### src/hdl/sample_buf_pkg.sv
package sample_buf_pkg;

	//////////////////////////////////////////////////
	// array geometry
	localparam int NUM_CH   = 16;              // readout channels
	localparam int NUM_GRP  = 6;               // parallel input groups
	localparam int SMP_W    = 12;              // one adc sample
	localparam int GRP_W    = NUM_CH * SMP_W;  // 192 bit group bus
	localparam int SEL_W    = 3;               // group select
	localparam int SMPIDX_W = 7;               // sample index and samp_max

	//////////////////////////////////////////////////
	// buffer depths
	localparam int CH_DEPTH  = 1024;
	localparam int HDR_DEPTH = 16;
	localparam int MAX_OPEN  = 15;   // open events tracked at once

	//////////////////////////////////////////////////
	// event header layout
	localparam int HDR_W         = 43;
	localparam int HDR_L1A_LSB   = 0;
	localparam int HDR_L1A_W     = 24;
	localparam int HDR_MATCH_LSB = 24;
	localparam int HDR_MATCH_W   = 12;
	localparam int HDR_OPEN_LSB  = 36;
	localparam int HDR_OPEN_W    = 4;
	localparam int HDR_PHASE_BIT = 40;
	localparam int HDR_OVLP_BIT  = 41;
	localparam int HDR_MOVLP_BIT = 42;

	// load sequencer states
	localparam logic ST_IDLE    = 1'b0;
	localparam logic ST_CAPTURE = 1'b1;

endpackage

### src/hdl/capture_if.sv
interface capture_if;

	logic [sample_buf_pkg::SEL_W-1:0]    sel;         // group being written
	logic                                wr_en;       // channel fifo write strobe
	logic [sample_buf_pkg::SMPIDX_W-1:0] sample_idx;  // sample within event
	logic                                active;      // event capture in progress
	logic                                done;        // last write of event

	modport seq (
		output sel,
		output wr_en,
		output sample_idx,
		output active,
		output done
	);

	modport sink (
		input sel,
		input wr_en
	);

	modport mon (
		input active,
		input done
	);

endinterface

### src/hdl/load_fsm.sv
module load_fsm (
	input  logic                                CLK40,
	input  logic                                srst,
	input  logic                                evt_start,
	input  logic [sample_buf_pkg::SMPIDX_W-1:0] samp_max,
	capture_if.seq                              cap
);

	logic state;
	logic last_grp;   // sel on final group
	logic last_smp;   // sample index at samp_max

	assign last_grp = (cap.sel == sample_buf_pkg::NUM_GRP - 1);
	assign last_smp = (cap.sample_idx == samp_max);

	assign cap.active = (state == sample_buf_pkg::ST_CAPTURE);
	assign cap.wr_en  = cap.active;   // one word per cycle while capturing
	assign cap.done   = cap.wr_en & last_grp & last_smp;

	//////////////////////////////////////////////////
	// group / sample stepping

	always_ff @(posedge CLK40 or posedge srst) begin
		if (srst) begin
			state          <= sample_buf_pkg::ST_IDLE;
			cap.sel        <= '0;
			cap.sample_idx <= '0;
		end else begin
			case (state)
				sample_buf_pkg::ST_IDLE: begin
					if (evt_start) begin
						state          <= sample_buf_pkg::ST_CAPTURE;
						cap.sel        <= '0;
						cap.sample_idx <= '0;
					end
				end
				sample_buf_pkg::ST_CAPTURE: begin
					if (last_grp) begin
						cap.sel <= '0;   // wrap to group 0
						if (last_smp) begin
							state <= sample_buf_pkg::ST_IDLE;   // event complete
						end else begin
							cap.sample_idx <= cap.sample_idx + 1'b1;
						end
					end else begin
						cap.sel <= cap.sel + 1'b1;
					end
				end
				default: begin
					state <= sample_buf_pkg::ST_IDLE;
				end
			endcase
		end
	end

	//////////////////////////////////////////////////
	// checks

	a_sel_range: assert property (
		@(posedge CLK40) disable iff (srst)
		cap.sel <= sample_buf_pkg::NUM_GRP - 1
	) else $error("group select out of range");

	// tracker must hold off the next event until this one ends
	a_no_restart: assert property (
		@(posedge CLK40) disable iff (srst)
		!(evt_start && cap.active)
	) else $error("event start during active capture");

endmodule

### src/flat_wrapper.sv
// flat-port wrapper written by rule: the top's interface ports become plain ports
module load_fsm_flat 
  (CLK40, srst, evt_start, samp_max, cap_sel, cap_wr_en, cap_sample_idx, cap_active, cap_done);
  capture_if cap_i ();
  input  logic CLK40;
  input  logic srst;
  input  logic evt_start;
  input  logic [sample_buf_pkg::SMPIDX_W-1:0] samp_max;
  output wire logic [$bits(cap_i.sel)-1:0] cap_sel;
  output wire logic [$bits(cap_i.wr_en)-1:0] cap_wr_en;
  output wire logic [$bits(cap_i.sample_idx)-1:0] cap_sample_idx;
  output wire logic [$bits(cap_i.active)-1:0] cap_active;
  output wire logic [$bits(cap_i.done)-1:0] cap_done;
  assign cap_sel = cap_i.sel;
  assign cap_wr_en = cap_i.wr_en;
  assign cap_sample_idx = cap_i.sample_idx;
  assign cap_active = cap_i.active;
  assign cap_done = cap_i.done;
  load_fsm u_core (.CLK40(CLK40), .srst(srst), .evt_start(evt_start), .samp_max(samp_max), .cap(cap_i));
endmodule
### config.mk
export PLATFORM = sky130hd
export DESIGN_NAME = load_fsm_flat
export DESIGN_NICKNAME = d
export VERILOG_FILES = /design/src/hdl/sample_buf_pkg.sv /design/src/hdl/capture_if.sv /design/src/hdl/load_fsm.sv /design/src/flat_wrapper.sv
export SDC_FILE = /design/constraint.sdc
export NUM_CORES = 1
export LEC_CHECK = 0
export ABC_AREA = 1
export ABC_CLOCK_PERIOD_IN_PS = 1200
export BUFFER_PORTS_ARGS = -buffer_cell sky130_fd_sc_hd__buf_2
export CAP_MARGIN = 20
export CORE_MARGIN = 4
export CORE_UTILIZATION = 46
export CTS_BUF_LIST = sky130_fd_sc_hd__clkbuf_2 sky130_fd_sc_hd__clkbuf_4 sky130_fd_sc_hd__clkbuf_8
export DETAILED_ROUTE_END_ITERATION = 16
export HOLD_SLACK_MARGIN = 0.15
export PLACE_DENSITY = 0.76
export SYNTH_ARGS = -nofsm -noshare
export SYNTH_HDL_FRONTEND = slang
export SYNTH_SLANG_ARGS = --single-unit
### constraint.sdc
create_clock -name CLK40 -period 1.2 [get_ports CLK40]
set_input_delay 0.12 -clock CLK40 [delete_from_list [all_inputs] [get_ports CLK40]]
set_output_delay 0.12 -clock CLK40 [all_outputs]
set_load 0.02 [all_outputs]
==> run metrics <==
outcome complete, but fails checks; failing checks negative setup slack; Critical Path Fanout Max 4; top cells by count, synth nand2_1 (41), inv_1 (14), dfrtp_1 (11), nand3_1 (11), nor2_1 (10); CP startpoint u_core.cap.sample_idx[5]; Critical Path RT 1.08 ns; Post-DP HPWL 1520 um; total wire length 2340 um; Final Wtd Congestion 0.817; skew final 0.00439 ns; post-route minimum period 1.52 ns; Final WS setup -0.324 ns; crit path launch type flip-flop; post-synthesis sequential area ratio 37.7%; Slew HR 70.0%; ys flop type dfrtp_1; Leak 0.644 nW; CTS root buf clkbuf_4; core area 0.00151 mm2; Unique masters post-synth 15; Max VDD drop 0.00160 V; Yosys reg bits 11; WHS Path Cells 5; RR Startpoint u_core.cap.sample_idx[0]; # port buffers 22; layout cell share with drive strength beyond 1 47.5%; top post-synthesis cells by area dfrtp_1 (38%), nand2_1 (21%), nand3_1 (7.5%); Fmax 656 MHz; Area Overhead vs Synth 62.6%; largest net degree at the start of global routing 12; worst hold path class in2reg; cell area power density 1900 mW/mm2; Max clock buf depth 2; CP arrival 1.40 ns; largest stage delay on the critical path 0.43 ns; initial antenna violation count 0; antenna-violating nets left 0; period utilization 127%; Starting DRT DRC Count 44; top-area cell type share of the netlist area 37.7%; TritonCTS Buffers 3; final setup violation count 8; IO Count 23; wire per inst 13.2 um; reg2reg end u_core.cap.sample_idx[6]; worst reg-to-reg path cell count 9; Initial Util 48.4%; CTS sink count 11; Reg2Reg Setup Slack -0.26 ns; first-pass GRT wire length 3230 um; number of stages on the worst setup path 6; CTS clock-pin slew for the worst setup and hold paths 0.07 ns; # nets final 174; asr flop ratio synth 100%; post-synth top area cell dfrtp_1; max_cap viols 0; worst-margin pin slew 0.450 ns; Syn Inst Count 110; vias in the first global route 785; drt drc 0; multi-input logic area 452 um2; Post-Syn Nets 121; Hold Violations, Final 0; Clk Latency, worst-skew pair 0.28 ns; Hold EP u_core.cap.active; sequential cell area 284 um2; via count 960; HP Start samp_max[6]; # diodes 0; crit end category output pin; Post-Syn Area 729 um2; number of iterations in the first detailed-routing pass 4; top-count cell post-synth nand2_1; Largest delay share family, worst path simple AND/OR/NAND/NOR gates; Horiz. Die Dim 47.8 um; CP bufs+invs 2; # fillers 99; DP Worst Slack -0.188 ns; Max stage delay cell, worst path dfrtp_2; number of synthesized flops with an enable pin 0; H-Tree Level Count 1; row cnt 14; crit path kind reg2out; Synth warnings 0; die area 0.00229 mm2; max-slew violations 0; unrepaired setup endpoints after global routing yes; CTS tree built; final core occ 78.7%; CP Cell Sequence inv_2, nand2_1, nand2_2, nand3_4, nor3_4, buf_6; Die Y 47.8 um; Syn Area/Cell 6.63 um2; grt total ovfl 0; Tot GR Track Use 20.5%; Via density 5.39
==> metal layers <==
metal / track usage, % / routed length [um] / part of all wire [%] / up-vias
met1: 23.8 / 885 / 38 / 430
met5: 0 / 0 / 0 / -
met3: 2.26 / 202 / 8.6 / 19
li1: - / - / - / 449
met4: 9.68 / 134 / 5.7 / 0
met2: 36.9 / 1120 / 48 / 62
==> what timing repair did <==
item	4_1_cts	5_1_grt
pin swaps	6	7
buffers inserted	3	5
gates resized for setup	5	16
endpoints found under the hold margin	12	0
hold buffers	2	0
cloned	0	1
endpoints found under the setup margin	8	10
==> worst min-delay path, cell delays in order <==
cell	delay [ns]
buf_2	0.10
xnor2_2	0.09
nand3_4	0.08
nor3_4	0.05
nor2_1	0.09
==> logic make-up after synthesis <==
| group | count (synthesis) | synth area share, % |
|---|---|---|
| buffers and inverters | 17 | 9.26 |
| XOR/XNOR | 3 | 3.60 |
| flip-flops | 11 | 37.7 |
| adder cells (fa/ha/maj) | 1 | 1.71 |
| AO/OA/AOI/OAI | 11 | 9.43 |
| AND/OR/NAND/NOR | 67 | 38.3 |
==> cells in the final DEF, fill, tap and decap left out, drive strengths merged <==
cell / count
buf: 46
nand2: 42
inv: 16
nor2: 11
nand3: 11
dfrtp: 11
o21ai: 5
a21oi: 5
clkbuf: 4
nor3: 3
xnor2: 3
dlygate4sd3: 2
o21bai: 2
ha: 1
==> state kept, by name, indices dropped and copies added (netlist names) <==
register,cells
u_core.cap.sample_idx,7
u_core.cap.sel,3
u_core.cap.active,1
==> final cells by class <==
| class | instances | share of cell area (%) |
|---|---|---|
| sequential | 11 | 23.9 |
| multi-input combinational | 83 | 38.1 |
| inverter | 16 | 5.06 |
| clock buffer | 4 | 2.53 |
| timing repair buffer | 48 | 28.7 |
| tap | 16 | 1.69 |
==> worst max path at each step <==
stage | end | slack, ns
2_1_floorplan | u_core.cap.sample_idx[5] | -0.14
3_3_place_gp | u_core.cap.sample_idx[6] | -0.15
3_5_place_dp | u_core.cap.sample_idx[4] | -0.19
4_1_cts | cap_done | -0.30
5_1_grt | cap_done | -0.39
6_report | cap_done | -0.32
==> power breakdown <==
part / internal, mW / switching [mW]
registers: 0.498 / 0.106
clock network: 0.152 / 0.134
logic: 0.655 / 0.710
total: 1.31 / 0.950
==> metrics by stage <==
stage	cells	instance area, um2	setup TNS (ns)	power (mW)	hold slack (ns)
3_5_place_dp	163	1000	-1.22	1.66	0.145
3_3_place_gp	163	1000	-0.991	1.62	0.128
2_1_floorplan	110	757	-1.04	1.23	-0.0280
6_report	178	1190	-1.90	2.25	0.292
5_1_grt	178	1190	-2.73	2.44	0.336
4_1_cts	172	1090	-2.05	2.05	0.320
No activity file was read; power rests on OpenSTA's default activity.
