--- src/hdl/sample_buf_pkg.sv ---
package sample_buf_pkg;

	//////////////////////////////////////////////////
	// array geometry
	localparam int NUM_CH   = 16;              // readout channels
	localparam int NUM_GRP  = 6;               // parallel input groups
	localparam int SMP_W    = 12;              // one adc sample
	localparam int GRP_W    = NUM_CH * SMP_W;  // 192 bit group bus
	localparam int SEL_W    = 3;               // group select
	localparam int SMPIDX_W = 7;               // sample index and samp_max

	//////////////////////////////////////////////////
	// buffer depths
	localparam int CH_DEPTH  = 1024;
	localparam int HDR_DEPTH = 16;
	localparam int MAX_OPEN  = 15;   // open events tracked at once

	//////////////////////////////////////////////////
	// event header layout
	localparam int HDR_W         = 43;
	localparam int HDR_L1A_LSB   = 0;
	localparam int HDR_L1A_W     = 24;
	localparam int HDR_MATCH_LSB = 24;
	localparam int HDR_MATCH_W   = 12;
	localparam int HDR_OPEN_LSB  = 36;
	localparam int HDR_OPEN_W    = 4;
	localparam int HDR_PHASE_BIT = 40;
	localparam int HDR_OVLP_BIT  = 41;
	localparam int HDR_MOVLP_BIT = 42;

	// load sequencer states
	localparam logic ST_IDLE    = 1'b0;
	localparam logic ST_CAPTURE = 1'b1;

endpackage

--- src/hdl/capture_if.sv ---
interface capture_if;

	logic [sample_buf_pkg::SEL_W-1:0]    sel;         // group being written
	logic                                wr_en;       // channel fifo write strobe
	logic [sample_buf_pkg::SMPIDX_W-1:0] sample_idx;  // sample within event
	logic                                active;      // event capture in progress
	logic                                done;        // last write of event

	modport seq (
		output sel,
		output wr_en,
		output sample_idx,
		output active,
		output done
	);

	modport sink (
		input sel,
		input wr_en
	);

	modport mon (
		input active,
		input done
	);

endinterface

--- src/hdl/sync_fifo.sv ---
module sync_fifo #(
	parameter int WIDTH = 12,
	parameter int DEPTH = 16
) (
	input  logic             CLK40,
	input  logic             srst,
	input  logic             wr_en,
	input  logic [WIDTH-1:0] din,
	input  logic             rd_en,
	output logic [WIDTH-1:0] dout,
	output logic             empty,
	output logic             full,
	output logic             overflow
);

	logic [WIDTH-1:0]           mem [DEPTH];
	logic [$clog2(DEPTH)-1:0]   wr_ptr;
	logic [$clog2(DEPTH)-1:0]   rd_ptr;
	logic [$clog2(DEPTH+1)-1:0] count;   // occupancy
	logic                       do_wr;
	logic                       do_rd;

	assign empty = (count == 0);
	assign full  = (count == DEPTH);
	assign do_wr = wr_en & ~full;   // writes into a full buffer are lost
	assign do_rd = rd_en & ~empty;
	assign dout  = mem[rd_ptr];     // head is always presented

	always_ff @(posedge CLK40) begin
		if (do_wr) begin
			mem[wr_ptr] <= din;
		end
	end

	always_ff @(posedge CLK40 or posedge srst) begin
		if (srst) begin
			wr_ptr   <= '0;
			rd_ptr   <= '0;
			count    <= '0;
			overflow <= 1'b0;
		end else begin
			if (do_wr) begin
				wr_ptr <= (wr_ptr == DEPTH - 1) ? '0 : wr_ptr + 1'b1;
			end
			if (do_rd) begin
				rd_ptr <= (rd_ptr == DEPTH - 1) ? '0 : rd_ptr + 1'b1;
			end
			case ({do_wr, do_rd})
				2'b10:   count <= count + 1'b1;
				2'b01:   count <= count - 1'b1;
				default: count <= count;
			endcase
			if (wr_en && full) begin
				overflow <= 1'b1;   // sticky until srst
			end
		end
	end

	//////////////////////////////////////////////////
	// checks

	// pointer distance and occupancy must stay consistent
	a_count_bound: assert property (
		@(posedge CLK40) disable iff (srst)
		count <= DEPTH
	) else $error("fifo occupancy above depth");

endmodule

--- src/hdl/l1a_tracker.sv ---
module l1a_tracker (
	input  logic                             CLK40,
	input  logic                             srst,
	input  logic                             l1a,
	input  logic                             l1a_match,
	input  logic                             l1a_resync,
	input  logic                             smp_tick,
	input  logic                             hdr_rd_en,
	output logic [sample_buf_pkg::HDR_W-1:0] hdr_dout,
	output logic                             rdy,
	output logic                             evt_start,
	capture_if.mon                           cap
);

	logic [sample_buf_pkg::HDR_L1A_W-1:0]   l1a_cnt;
	logic [sample_buf_pkg::HDR_L1A_W-1:0]   l1a_nxt;
	logic [sample_buf_pkg::HDR_MATCH_W-1:0] match_cnt;
	logic [sample_buf_pkg::HDR_MATCH_W-1:0] match_nxt;
	logic [sample_buf_pkg::HDR_OPEN_W-1:0]  open_cnt;   // matched, not yet done
	logic [sample_buf_pkg::HDR_OPEN_W-1:0]  q_cnt;      // matched, not yet started
	logic [sample_buf_pkg::HDR_OPEN_W:0]    open_eff;   // includes header in flight
	logic                                   accept;
	logic                                   hdr_wr;
	logic [sample_buf_pkg::HDR_W-1:0]       hdr_din;
	logic                                   hdr_empty;

	//////////////////////////////////////////////////
	// trigger counters

	assign open_eff = {1'b0, open_cnt} + {{sample_buf_pkg::HDR_OPEN_W{1'b0}}, hdr_wr};
	assign accept   = l1a_match && (open_eff < sample_buf_pkg::MAX_OPEN);

	// next values, current pulse included
	assign l1a_nxt   = l1a_resync ? '0 :
		l1a_cnt + {{(sample_buf_pkg::HDR_L1A_W-1){1'b0}}, l1a};
	assign match_nxt = l1a_resync ? '0 :
		match_cnt + {{(sample_buf_pkg::HDR_MATCH_W-1){1'b0}}, accept};

	always_ff @(posedge CLK40 or posedge srst) begin
		if (srst) begin
			l1a_cnt   <= '0;
			match_cnt <= '0;
			hdr_wr    <= 1'b0;
			open_cnt  <= '0;
			q_cnt     <= '0;
		end else begin
			l1a_cnt   <= l1a_nxt;
			match_cnt <= match_nxt;
			hdr_wr    <= accept;   // header lands one edge after the match
			open_cnt  <= open_cnt + {3'b000, hdr_wr} - {3'b000, cap.done};
			q_cnt     <= q_cnt + {3'b000, hdr_wr} - {3'b000, evt_start};
		end
	end

	// start only on a sample boundary with the sequencer idle
	assign evt_start = smp_tick & ~cap.active & (q_cnt != 0);

	//////////////////////////////////////////////////
	// header assembly

	always_ff @(posedge CLK40) begin
		if (accept) begin
			hdr_din <= '0;
			hdr_din[sample_buf_pkg::HDR_L1A_LSB +: sample_buf_pkg::HDR_L1A_W]     <= l1a_nxt;
			hdr_din[sample_buf_pkg::HDR_MATCH_LSB +: sample_buf_pkg::HDR_MATCH_W] <= match_nxt;
			hdr_din[sample_buf_pkg::HDR_OPEN_LSB +: sample_buf_pkg::HDR_OPEN_W]   <=
				open_eff[sample_buf_pkg::HDR_OPEN_W-1:0];
			hdr_din[sample_buf_pkg::HDR_PHASE_BIT] <= smp_tick;
			hdr_din[sample_buf_pkg::HDR_OVLP_BIT]  <= (open_eff > 0);
			hdr_din[sample_buf_pkg::HDR_MOVLP_BIT] <= (open_eff > 1);
		end
	end

	sync_fifo #(
		.WIDTH (sample_buf_pkg::HDR_W),
		.DEPTH (sample_buf_pkg::HDR_DEPTH)
	) hdr_fifo_inst (
		.CLK40    (CLK40),
		.srst     (srst),
		.wr_en    (hdr_wr),
		.din      (hdr_din),
		.rd_en    (hdr_rd_en),
		.dout     (hdr_dout),
		.empty    (hdr_empty),
		.full     (),
		.overflow ()
	);

	assign rdy = ~hdr_empty;

	//////////////////////////////////////////////////
	// checks

	a_open_limit: assert property (
		@(posedge CLK40) disable iff (srst)
		open_eff <= sample_buf_pkg::MAX_OPEN
	) else $error("open event count above limit");

	// sequencer done pulses must never outrun the matches
	a_queue_subset: assert property (
		@(posedge CLK40) disable iff (srst)
		q_cnt <= open_cnt
	) else $error("queued events exceed open events");

endmodule

--- src/flat_wrapper.sv ---
// flat-port wrapper written by rule: the top's interface ports become plain ports
module l1a_tracker_flat 
  (CLK40, srst, l1a, l1a_match, l1a_resync, smp_tick, hdr_rd_en, hdr_dout, rdy, evt_start, cap_active, cap_done);
  capture_if cap_i ();
  input  logic CLK40;
  input  logic srst;
  input  logic l1a;
  input  logic l1a_match;
  input  logic l1a_resync;
  input  logic smp_tick;
  input  logic hdr_rd_en;
  output logic [sample_buf_pkg::HDR_W-1:0] hdr_dout;
  output logic rdy;
  output logic evt_start;
  input wire logic [$bits(cap_i.active)-1:0] cap_active;
  input wire logic [$bits(cap_i.done)-1:0] cap_done;
  assign cap_i.active = cap_active;
  assign cap_i.done = cap_done;
  l1a_tracker u_core (.CLK40(CLK40), .srst(srst), .l1a(l1a), .l1a_match(l1a_match), .l1a_resync(l1a_resync), .smp_tick(smp_tick), .hdr_rd_en(hdr_rd_en), .hdr_dout(hdr_dout), .rdy(rdy), .evt_start(evt_start), .cap(cap_i));
endmodule
--- config.mk ---
export PLATFORM = sky130hd
export DESIGN_NAME = l1a_tracker_flat
export DESIGN_NICKNAME = d
export VERILOG_FILES = /design/src/hdl/sample_buf_pkg.sv /design/src/hdl/capture_if.sv /design/src/hdl/sync_fifo.sv /design/src/hdl/l1a_tracker.sv /design/src/flat_wrapper.sv
export SDC_FILE = /design/constraint.sdc
export NUM_CORES = 1
export LEC_CHECK = 0
export BUFFER_PORTS_ARGS = -buffer_cell sky130_fd_sc_hd__buf_2
export CAP_MARGIN = 40
export CORE_MARGIN = 2
export CORE_UTILIZATION = 40
export DETAILED_ROUTE_END_ITERATION = 7
export HOLD_SLACK_MARGIN = 0.1
export PLACE_DENSITY = 0.57
export SLEW_MARGIN = 10
export SYNTH_ARGS = -nofsm -noshare
export SYNTH_HDL_FRONTEND = slang
export SYNTH_SLANG_ARGS = --single-unit
--- constraint.sdc ---
create_clock -name CLK40 -period 4.68 [get_ports CLK40]
set_input_delay 0.234 -clock CLK40 [delete_from_list [all_inputs] [get_ports CLK40]]
set_output_delay 0.234 -clock CLK40 [all_outputs]
set_load 0.05 [all_outputs]
==> metrics.md, run 1 <==
| Metric | Value |
|---|---|
| Vias per inst | between 5 and 6 |
| Arr. time, crit path | ~3.5 ns |
| Die width | between 200 and 300 um |
| Initial antenna violation count | 1 |
| Avg WL per Cell | approximately 24 um |
| Mux share of post-synthesis cell area | 12.1% |
| Share of cells above drive strength 1 | between 20% and 30% |
| Clock transition at path regs | around 0.060 ns |
| Post-synthesis xor/xnor area fraction | about 1.2% |
| Final #Nets | roughly 1800 |
| Vias in the first global route | roughly 16000 |
| FILL cells | 6392 |
| Dpl ws | about 1.5 ns |
| Status | finished, final reports clean |
| Synth cell types | 42 |
| Share of flip-flops with an asynchronous set or reset | 7.35% |
| Largest net degree at the start of global routing | just under 60 |
| Tmin final | roughly 3.7 ns |
| Initial Util | roughly 40% |
| Crit. Startpoint | u_core.hdr_fifo_inst.rd_ptr[2]$_DFFE_PP0P_ |
| Post-Synth Adder-Cell Area | 1.26% |
| Worst reg2reg path depth | 11 |
| Core area | ~76000 um2 |
| R2R Setup Slk | around 1.5 ns |
| Setup bufs post-CTS | 0 |
| Setup crit end kind | output pin |
| Num CTS Buffers | 81 |
| Area of the die | 79000 um2 |
| Crit path largest cell delay | around 0.83 ns |
| Unrepaired setup endpoints after global routing | no |
| CP Max Fanout | 51 |
| Slowest CP cell | and2_4 |
| #FFs+latches synth | between 700 and 800 |
| GRT Total Usage | 17.7% |
| Post-Route WL | roughly 69000 um |
| Syn. warnings | 0 |
| Cell area after synthesis | a little over 30000 um2 |
| IR drop worst, VDD | between 0.0003 and 0.0004 V |
| Number of port buffers | between 50 and 60 |
| Routed Antenna Nets | 0 |
| Die height | approximately 280 um |
| Worst r2r src | u_core.hdr_fifo_inst.count[1]$_DFFE_PP0P_ |
| Num rows | roughly 100 |
| DR vias | approximately 15000 |
| TritonCTS clock tree | built |
| Setup Crit Path Kind | flop to output pin |
| Worst slew pin tran | slightly below 0.9 ns |
| # diodes | 0 |
| Max Freq | 270 MHz |
| Synth-to-Final Area Change | 15.2% |
| Post-synthesis simple-gate area fraction | 2.69% |
| PnR worst setup slack | 0.974 ns |
| Clock skew | 0.0182 ns |
| Leakage | 11.9 nW |
| Mapped Cells | around 1700 |
| Post-route cell area | approximately 35000 um2 |
| Largest family of logic cells by synthesized area | multiplexers |
| Maxcap violations | 0 |
| Avg Synthesized Cell Area | about 19 um2 |
| Crit path capture | hdr_dout[18] |
| Worst reg2reg endpoint | u_core.hdr_fifo_inst.count[4]$_DFFE_PP0P_ |
| Period utilization | about 79% |
| Clock buffer depth | 3 |
| Later-pin clock latency in the skew report | 0.63 ns |
| PD cells | ~660 nW/um2 |
| Synth Area in Compound Gates | under 10% |
| RePlAce Congestion | approximately 0.74 |
| Top FF cell, synth | edfxtp_1 |
| Critical Path Source Type | flop |
| Seq/Total Area, Yosys | between 70% and 80% |
| Clock Sinks | between 700 and 800 |
| IO Pins | 54 |
| Crit path cell chain | and2_4, buf_4, a221oi_1, a22oi_1, nand2_1, buf_2 |
| Max transition margin | between 40% and 50% |
| Drt pass-1 iters | 5 |
| Fin Setup TNS | 0 ns |
| HPWL after DPL | about 38000 um |
| Worst path required time | between 4 and 5 ns |
| Post-synth EDFFs | between 700 and 800 |
| Post-DP Area | 32700 um2 |
| Total power | about 23 mW |
| Setup violators final | 0 |
| Clk root buf | clkbuf_16 |
| Post-layout util | between 40% and 50% |
| Global-route wire length before repair | ~100000 um |
| Overflow after GRT | 0 |
| H-tree Lvls | 3 |
| Syn nets | 1697 |
| Residual DRC count | 0 |
| HP Class | primary input to flop |
| Final number of hold-violating endpoints | 0 |
| Drt initial violations | between 1000 and 1500 |
| Fin. max-slew vios | 0 |
what timing repair did:
action	in CTS	in global routing
hold buffers	5	0
gates resized for setup	0	0
hold endpoints to repair	67	0
synthesized netlist by cell type, drive strengths merged, types with 2 or more instances:
master | number | area share [%]
nand4 | 8 | 0.16
mux2i | 129 | 4.2
a221oi | 43 | 1.2
and3 | 9 | 0.18
inv | 29 | 0.35
dfrtp | 58 | 4.7
a22oi | 44 | 1.1
nor2b | 6 | 0.12
nand2 | 75 | 0.92
xnor2 | 21 | 0.60
a311oi | 2 | 0.057
clkbuf | 45 | 0.55
nor4 | 3 | 0.061
a21o | 5 | 0.12
a21oi | 50 | 0.82
nand2b | 4 | 0.081
or3b | 2 | 0.057
buf | 37 | 0.61
fa | 3 | 0.20
mux4 | 86 | 6.3
nor3 | 8 | 0.13
edfxtp | 731 | 71
ha | 26 | 1.1
mux2 | 43 | 1.6
xor2 | 22 | 0.63
nand3 | 13 | 0.21
or3 | 3 | 0.061
o21ai | 98 | 1.6
nor2 | 46 | 0.56
or2 | 2 | 0.041
final cells by class:
cell class / count / area [um2] / area share [%]
multi-input cells: 759 / 6980 / 19.7
clock inverters: 41 / 393 / 1.11
clock buffers: 109 / 2200 / 6.23
repair buffers: 106 / 971 / 2.75
well taps: 1030 / 1290 / 3.64
inverters: 29 / 109 / 0.308
flip-flops and latches: 789 / 23400 / 66.2
worst min-delay path by stage:
stage | startpoint | endpoint | cells past startpoint
3_3_place_gp | smp_tick | u_core.hdr_din[40]$_DFFE_PN_ | 1
2_1_floorplan | smp_tick | u_core.hdr_din[40]$_DFFE_PN_ | 0
6_report | cap_active | u_core.q_cnt[0]$_DFF_PP0_ | 5
4_1_cts | cap_active | u_core.q_cnt[0]$_DFF_PP0_ | 5
3_5_place_dp | smp_tick | u_core.hdr_din[40]$_DFFE_PN_ | 1
5_1_grt | l1a | u_core.l1a_cnt[0]$_DFF_PP0_ | 3
metrics by stage:
stage | instances | hold WS (ns)
after floorplan | 1659 | 0.333
after detailed placement | 2707 | 0.476
after global placement | 2701 | 0.471
final | 2863 | 0.227
after CTS | 2862 | 0.193
after global routing | 2863 | 0.227
layer usage:
layer / GRT usage, % / share of wire [%] / up-vias / wire, um
li1: - / - / 6841 / -
met1: 25.1 / 45 / 8094 / 30900
met2: 28.5 / 48 / 420 / 32900
met3: 2.88 / 5.6 / 83 / 3830
met4: 4.84 / 1.8 / 0 / 1220
met5: 0 / 0 / - / 0
logic make-up after synthesis:
logic type	after synthesis
buffers and inverters	111
AOI/OAI and AO/OA	246
xor gates and xnor gates	43
muxes	258
and+or+nand+nor	183
DFF	789
adders and majority gates	29
state kept, by name, indices dropped and copies added (netlist names):
| register | count |
|---|---|
| u_core.hdr_fifo_inst.wr_ptr | 4 |
| u_core.q_cnt | 4 |
| u_core.hdr_fifo_inst.rd_ptr | 4 |
| u_core.match_cnt | 12 |
| u_core.open_cnt | 4 |
| u_core.hdr_fifo_inst.mem | 688 |
| u_core.hdr_wr | 1 |
| u_core.hdr_fifo_inst.count | 5 |
| u_core.l1a_cnt | 24 |
| u_core.hdr_din | 43 |
cell usage in the layout, fill, tap and decap left out, drive strengths merged, types with 6 or more instances in the layout:
master / instances
edfxtp: 731
mux2i: 129
clkbuf: 109
buf: 101
o21ai: 98
mux4: 86
nand2: 75
dfrtp: 58
a21oi: 50
nor2: 46
a22oi: 44
a221oi: 43
mux2: 43
inv: 33
clkinv: 28
ha: 26
xor2: 22
xnor2: 21
nand3: 13
and3: 9
nand4: 8
nor3: 8
bufinv: 6
nor2b: 6
where the power goes:
| group | leakage, nW | switching (mW) | internal (mW) | total (mW) |
|---|---|---|---|---|
| clock | 1.26 | 2.62 | 3.65 | 6.28 |
| sequential | 7.43 | 0.865 | 8.99 | 9.85 |
| combinational | 3.18 | 4.72 | 2.50 | 7.22 |
| total | 11.9 | 8.21 | 15.1 | 23.3 |
critical path, delay by kind of cell (launching register included):
family / cells / cell delay [ns]
and+or+nand+nor: 2 / 0.96
DFF: 1 / 0.80
buffers and inverters: 2 / 0.72
AOI/OAI and AO/OA: 2 / 0.34
Note: power is estimated with default switching activity, not from simulation.
==> inputs of run 2 (changes only) <==
==> constraint.sdc (replaced) <==
create_clock -name CLK40 -period 3.16 [get_ports CLK40]
set_input_delay 0.158 -clock CLK40 [delete_from_list [all_inputs] [get_ports CLK40]]
set_output_delay 0.158 -clock CLK40 [all_outputs]
set_load 0.05 [all_outputs]
==> metrics.md, run 2 (synthesis gave the netlist of run 1 again) <==
| Metric | Value |
|---|---|
| Status | finished, final reports clean |
| Crit. Startpoint | u_core.hdr_fifo_inst.rd_ptr[1]$_DFFE_PP0P_ |
| Crit path cell chain | nand2b_2, buf_12, o21ai_0, a21oi_1, o21ai_0, nand2_1, buf_2 |
| Avg WL per Cell | between 20 and 25 um |
| Clock buffer depth | 3 |
| Fin Setup TNS | 0 ns |
| Leakage | about 12 nW |
| Setup Crit Path Kind | flop to output pin |
| HPWL after DPL | between 30000 and 40000 um |
| IO Pins | 54 |
| Setup violators final | 0 |
| Clock transition at path regs | about 0.06 ns |
| Routed Antenna Nets | 0 |
| Max transition margin | around 43% |
| Final number of hold-violating endpoints | 0 |
| Worst hold start | cap_active |
| TritonCTS clock tree | built |
| Dpl cells | about 2700 |
| Worst path most repeated cell | o21ai_0 |
| Worst Path Buf+Inv | 2 |
| HP Class | primary input to flop |
| Worst r2r src | u_core.hdr_fifo_inst.count[1]$_DFFE_PP0P_ |
| Post-Layout Cell Count | roughly 2900 |
| Area of the die | 79000 um2 |
| Synth-to-Final Area Change | 16.2% |
| DR vias | roughly 16000 |
| Later-pin clock latency in the skew report | 0.64 ns |
| RePlAce Congestion | 0.738 |
| Initial antenna violation count | 2 |
| CP Max Fanout | 21 |
| Critical Path Source Type | flop |
| Leading cell type in the layout, fill and taps excluded | edfxtp_1 |
| Drt initial violations | 1411 |
| Largest regs | u_core.hdr_fifo_inst.mem: 688 flops, u_core.hdr_din: 43 flops, u_core.l1a_cnt: 24 flops |
| Residual DRC count | 0 |
| Max reg flops | between 600 and 700 |
| H-tree Lvls | 3 |
| Fin. max-slew vios | 0 |
| GRT Total Usage | roughly 18% |
| Max Freq | approximately 330 MHz |
| Period utilization | around 95% |
| Highest-count cells in the layout ignoring fill and taps | 731 x edfxtp_1, 129 x mux2i_1, 97 x o21ai_0 |
| Core area | around 76000 um2 |
| PD cells | 981 nW/um2 |
| Clk root buf | clkbuf_16 |
| Die height | around 280 um |
| Maxcap violations | 0 |
| Dpl ws | between 0.2 and 0.25 ns |
| # diodes | 0 |
| Initial Util | 40.4% |
| Global-route wire length before repair | 103000 um |
| Slowest CP cell | dfrtp_4 |
| Vias in the first global route | 16000 |
| Die width | 281 um |
| Vias per inst | ~5.4 |
| Flop pwr share | between 40% and 50% |
| Combinational Power Share | between 30 and 40% |
| Drt pass-1 iters | 5 |
| IR drop worst, VDD | approximately 0.00052 V |
| Post-Route WL | between 60000 and 70000 um |
| Share of cells above drive strength 1 | a little over a fifth |
| Overflow after GRT | 0 |
| Num CTS Buffers | 82 |
| Largest net degree at the start of global routing | 53 |
| Delay-heaviest family, CP | flip-flops |
| Number of port buffers | 53 |
| PnR worst setup slack | roughly 0.17 ns |
| Arr. time, crit path | roughly 2.8 ns |
| Crit path largest cell delay | ~0.69 ns |
| Unrepaired setup endpoints after global routing | no |
| Switch share | between 30% and 40% |
| Sw Pwr | 12.3 mW |
| Final #Nets | 1832 |
| Num rows | between 100 and 150 |
| Setup crit end kind | output pin |
| Clock skew | approximately 0.022 ns |
| Clock Power Share | 26.6% |
| Pint | approximately 23 mW |
| Worst slew pin tran | roughly 0.85 ns |
| Tmin final | between 2 and 3 ns |
| Worst path required time | approximately 3 ns |
| Clock Sinks | 789 |
| Biggest register | u_core.hdr_fifo_inst.mem |
-- run 2: changes by cell type in the layout (fill, tap and decap cells not counted), sizes merged, moves of 2 or more --
cell and change:
buf +24, bufinv -2, clkbuf +2, dlygate4sd3 +2
-- run 2: layout make-up --
type	instances	area [um2]
timing repair buffer	133	1230
fill	6344	40300
multi-input combinational	759	7020
clock buffer	110	2270
sequential	789	23400
tap	1030	1290
inverter	29	109
clock inverter	40	337
-- run 2: through the flow --
stage | hold slack [ns] | utilization (%) | power, mW | cell area (um2)
2_1_floorplan | 0.257 | - | 22.0 | 30800
3_3_place_gp | 0.139 | 43.3 | 25.7 | 32900
3_5_place_dp | 0.143 | 43.3 | 25.9 | 32900
4_1_cts | 0.101 | 46.8 | 35.3 | 35600
5_1_grt | 0.139 | 47.0 | 36.6 | 35700
6_report | 0.131 | 47.0 | 35.0 | 35700
-- run 2: worst paths after layout --
check / to / slack [ns] / cells past startpoint
setup / recovery: hdr_dout[37] / 0.17 / 7
hold / removal: u_core.q_cnt[0]$_DFF_PP0_ / 0.13 / 5
setup reg to reg: u_core.hdr_fifo_inst.count[4]$_DFFE_PP0P_ / 0.34 / 11
hold reg to reg: u_core.hdr_fifo_inst.count[4]$_DFFE_PP0P_ / 0.49 / 1
max in group asynchronous: u_core.hdr_fifo_inst.count[1]$_DFFE_PP0P_ / 1.86 / 5
min in group asynchronous: u_core.hdr_fifo_inst.wr_ptr[2]$_DFFE_PP0P_ / 0.60 / 4
-- run 2: repair_timing --
action,CTS,global route
gates resized for setup,0,3
hold endpoints to repair,69,0
endpoints found under the setup margin,0,15
hold buffers,7,0
setup buffers,0,11
-- run 2: power by group through the flow --
stage / combinational (mW) / sequential, mW / clock, mW
global route: 12.1 / 14.6 / 9.92
global placement: 11.1 / 14.6 / 0
detailed placement: 11.2 / 14.7 / 0
floorplan: 7.94 / 14.1 / 0
CTS: 11.3 / 14.5 / 9.52
finish: 11.2 / 14.5 / 9.32
-- run 2: worst register-to-register path, cell delays in order, from the launching register on --
cell	delay, ns
dfrtp_1	0.44
nor4_4	0.32
nand2b_1	0.10
nand2_1	0.16
inv_1	0.12
ha_1	0.25
ha_1	0.34
nor2b_1	0.15
o21ai_1	0.17
a21oi_1	0.09
or3b_2	0.46
xnor2_1	0.13
-- run 2: per-layer routing --
layer / vias to the layer above / global-route usage, % / wire, um
li1: 6900 / - / -
met1: 8204 / 24.1 / 31000
met2: 320 / 29.7 / 34200
met3: 92 / 2.80 / 3080
met4: 0 / 4.91 / 1200
met5: - / 0 / 0
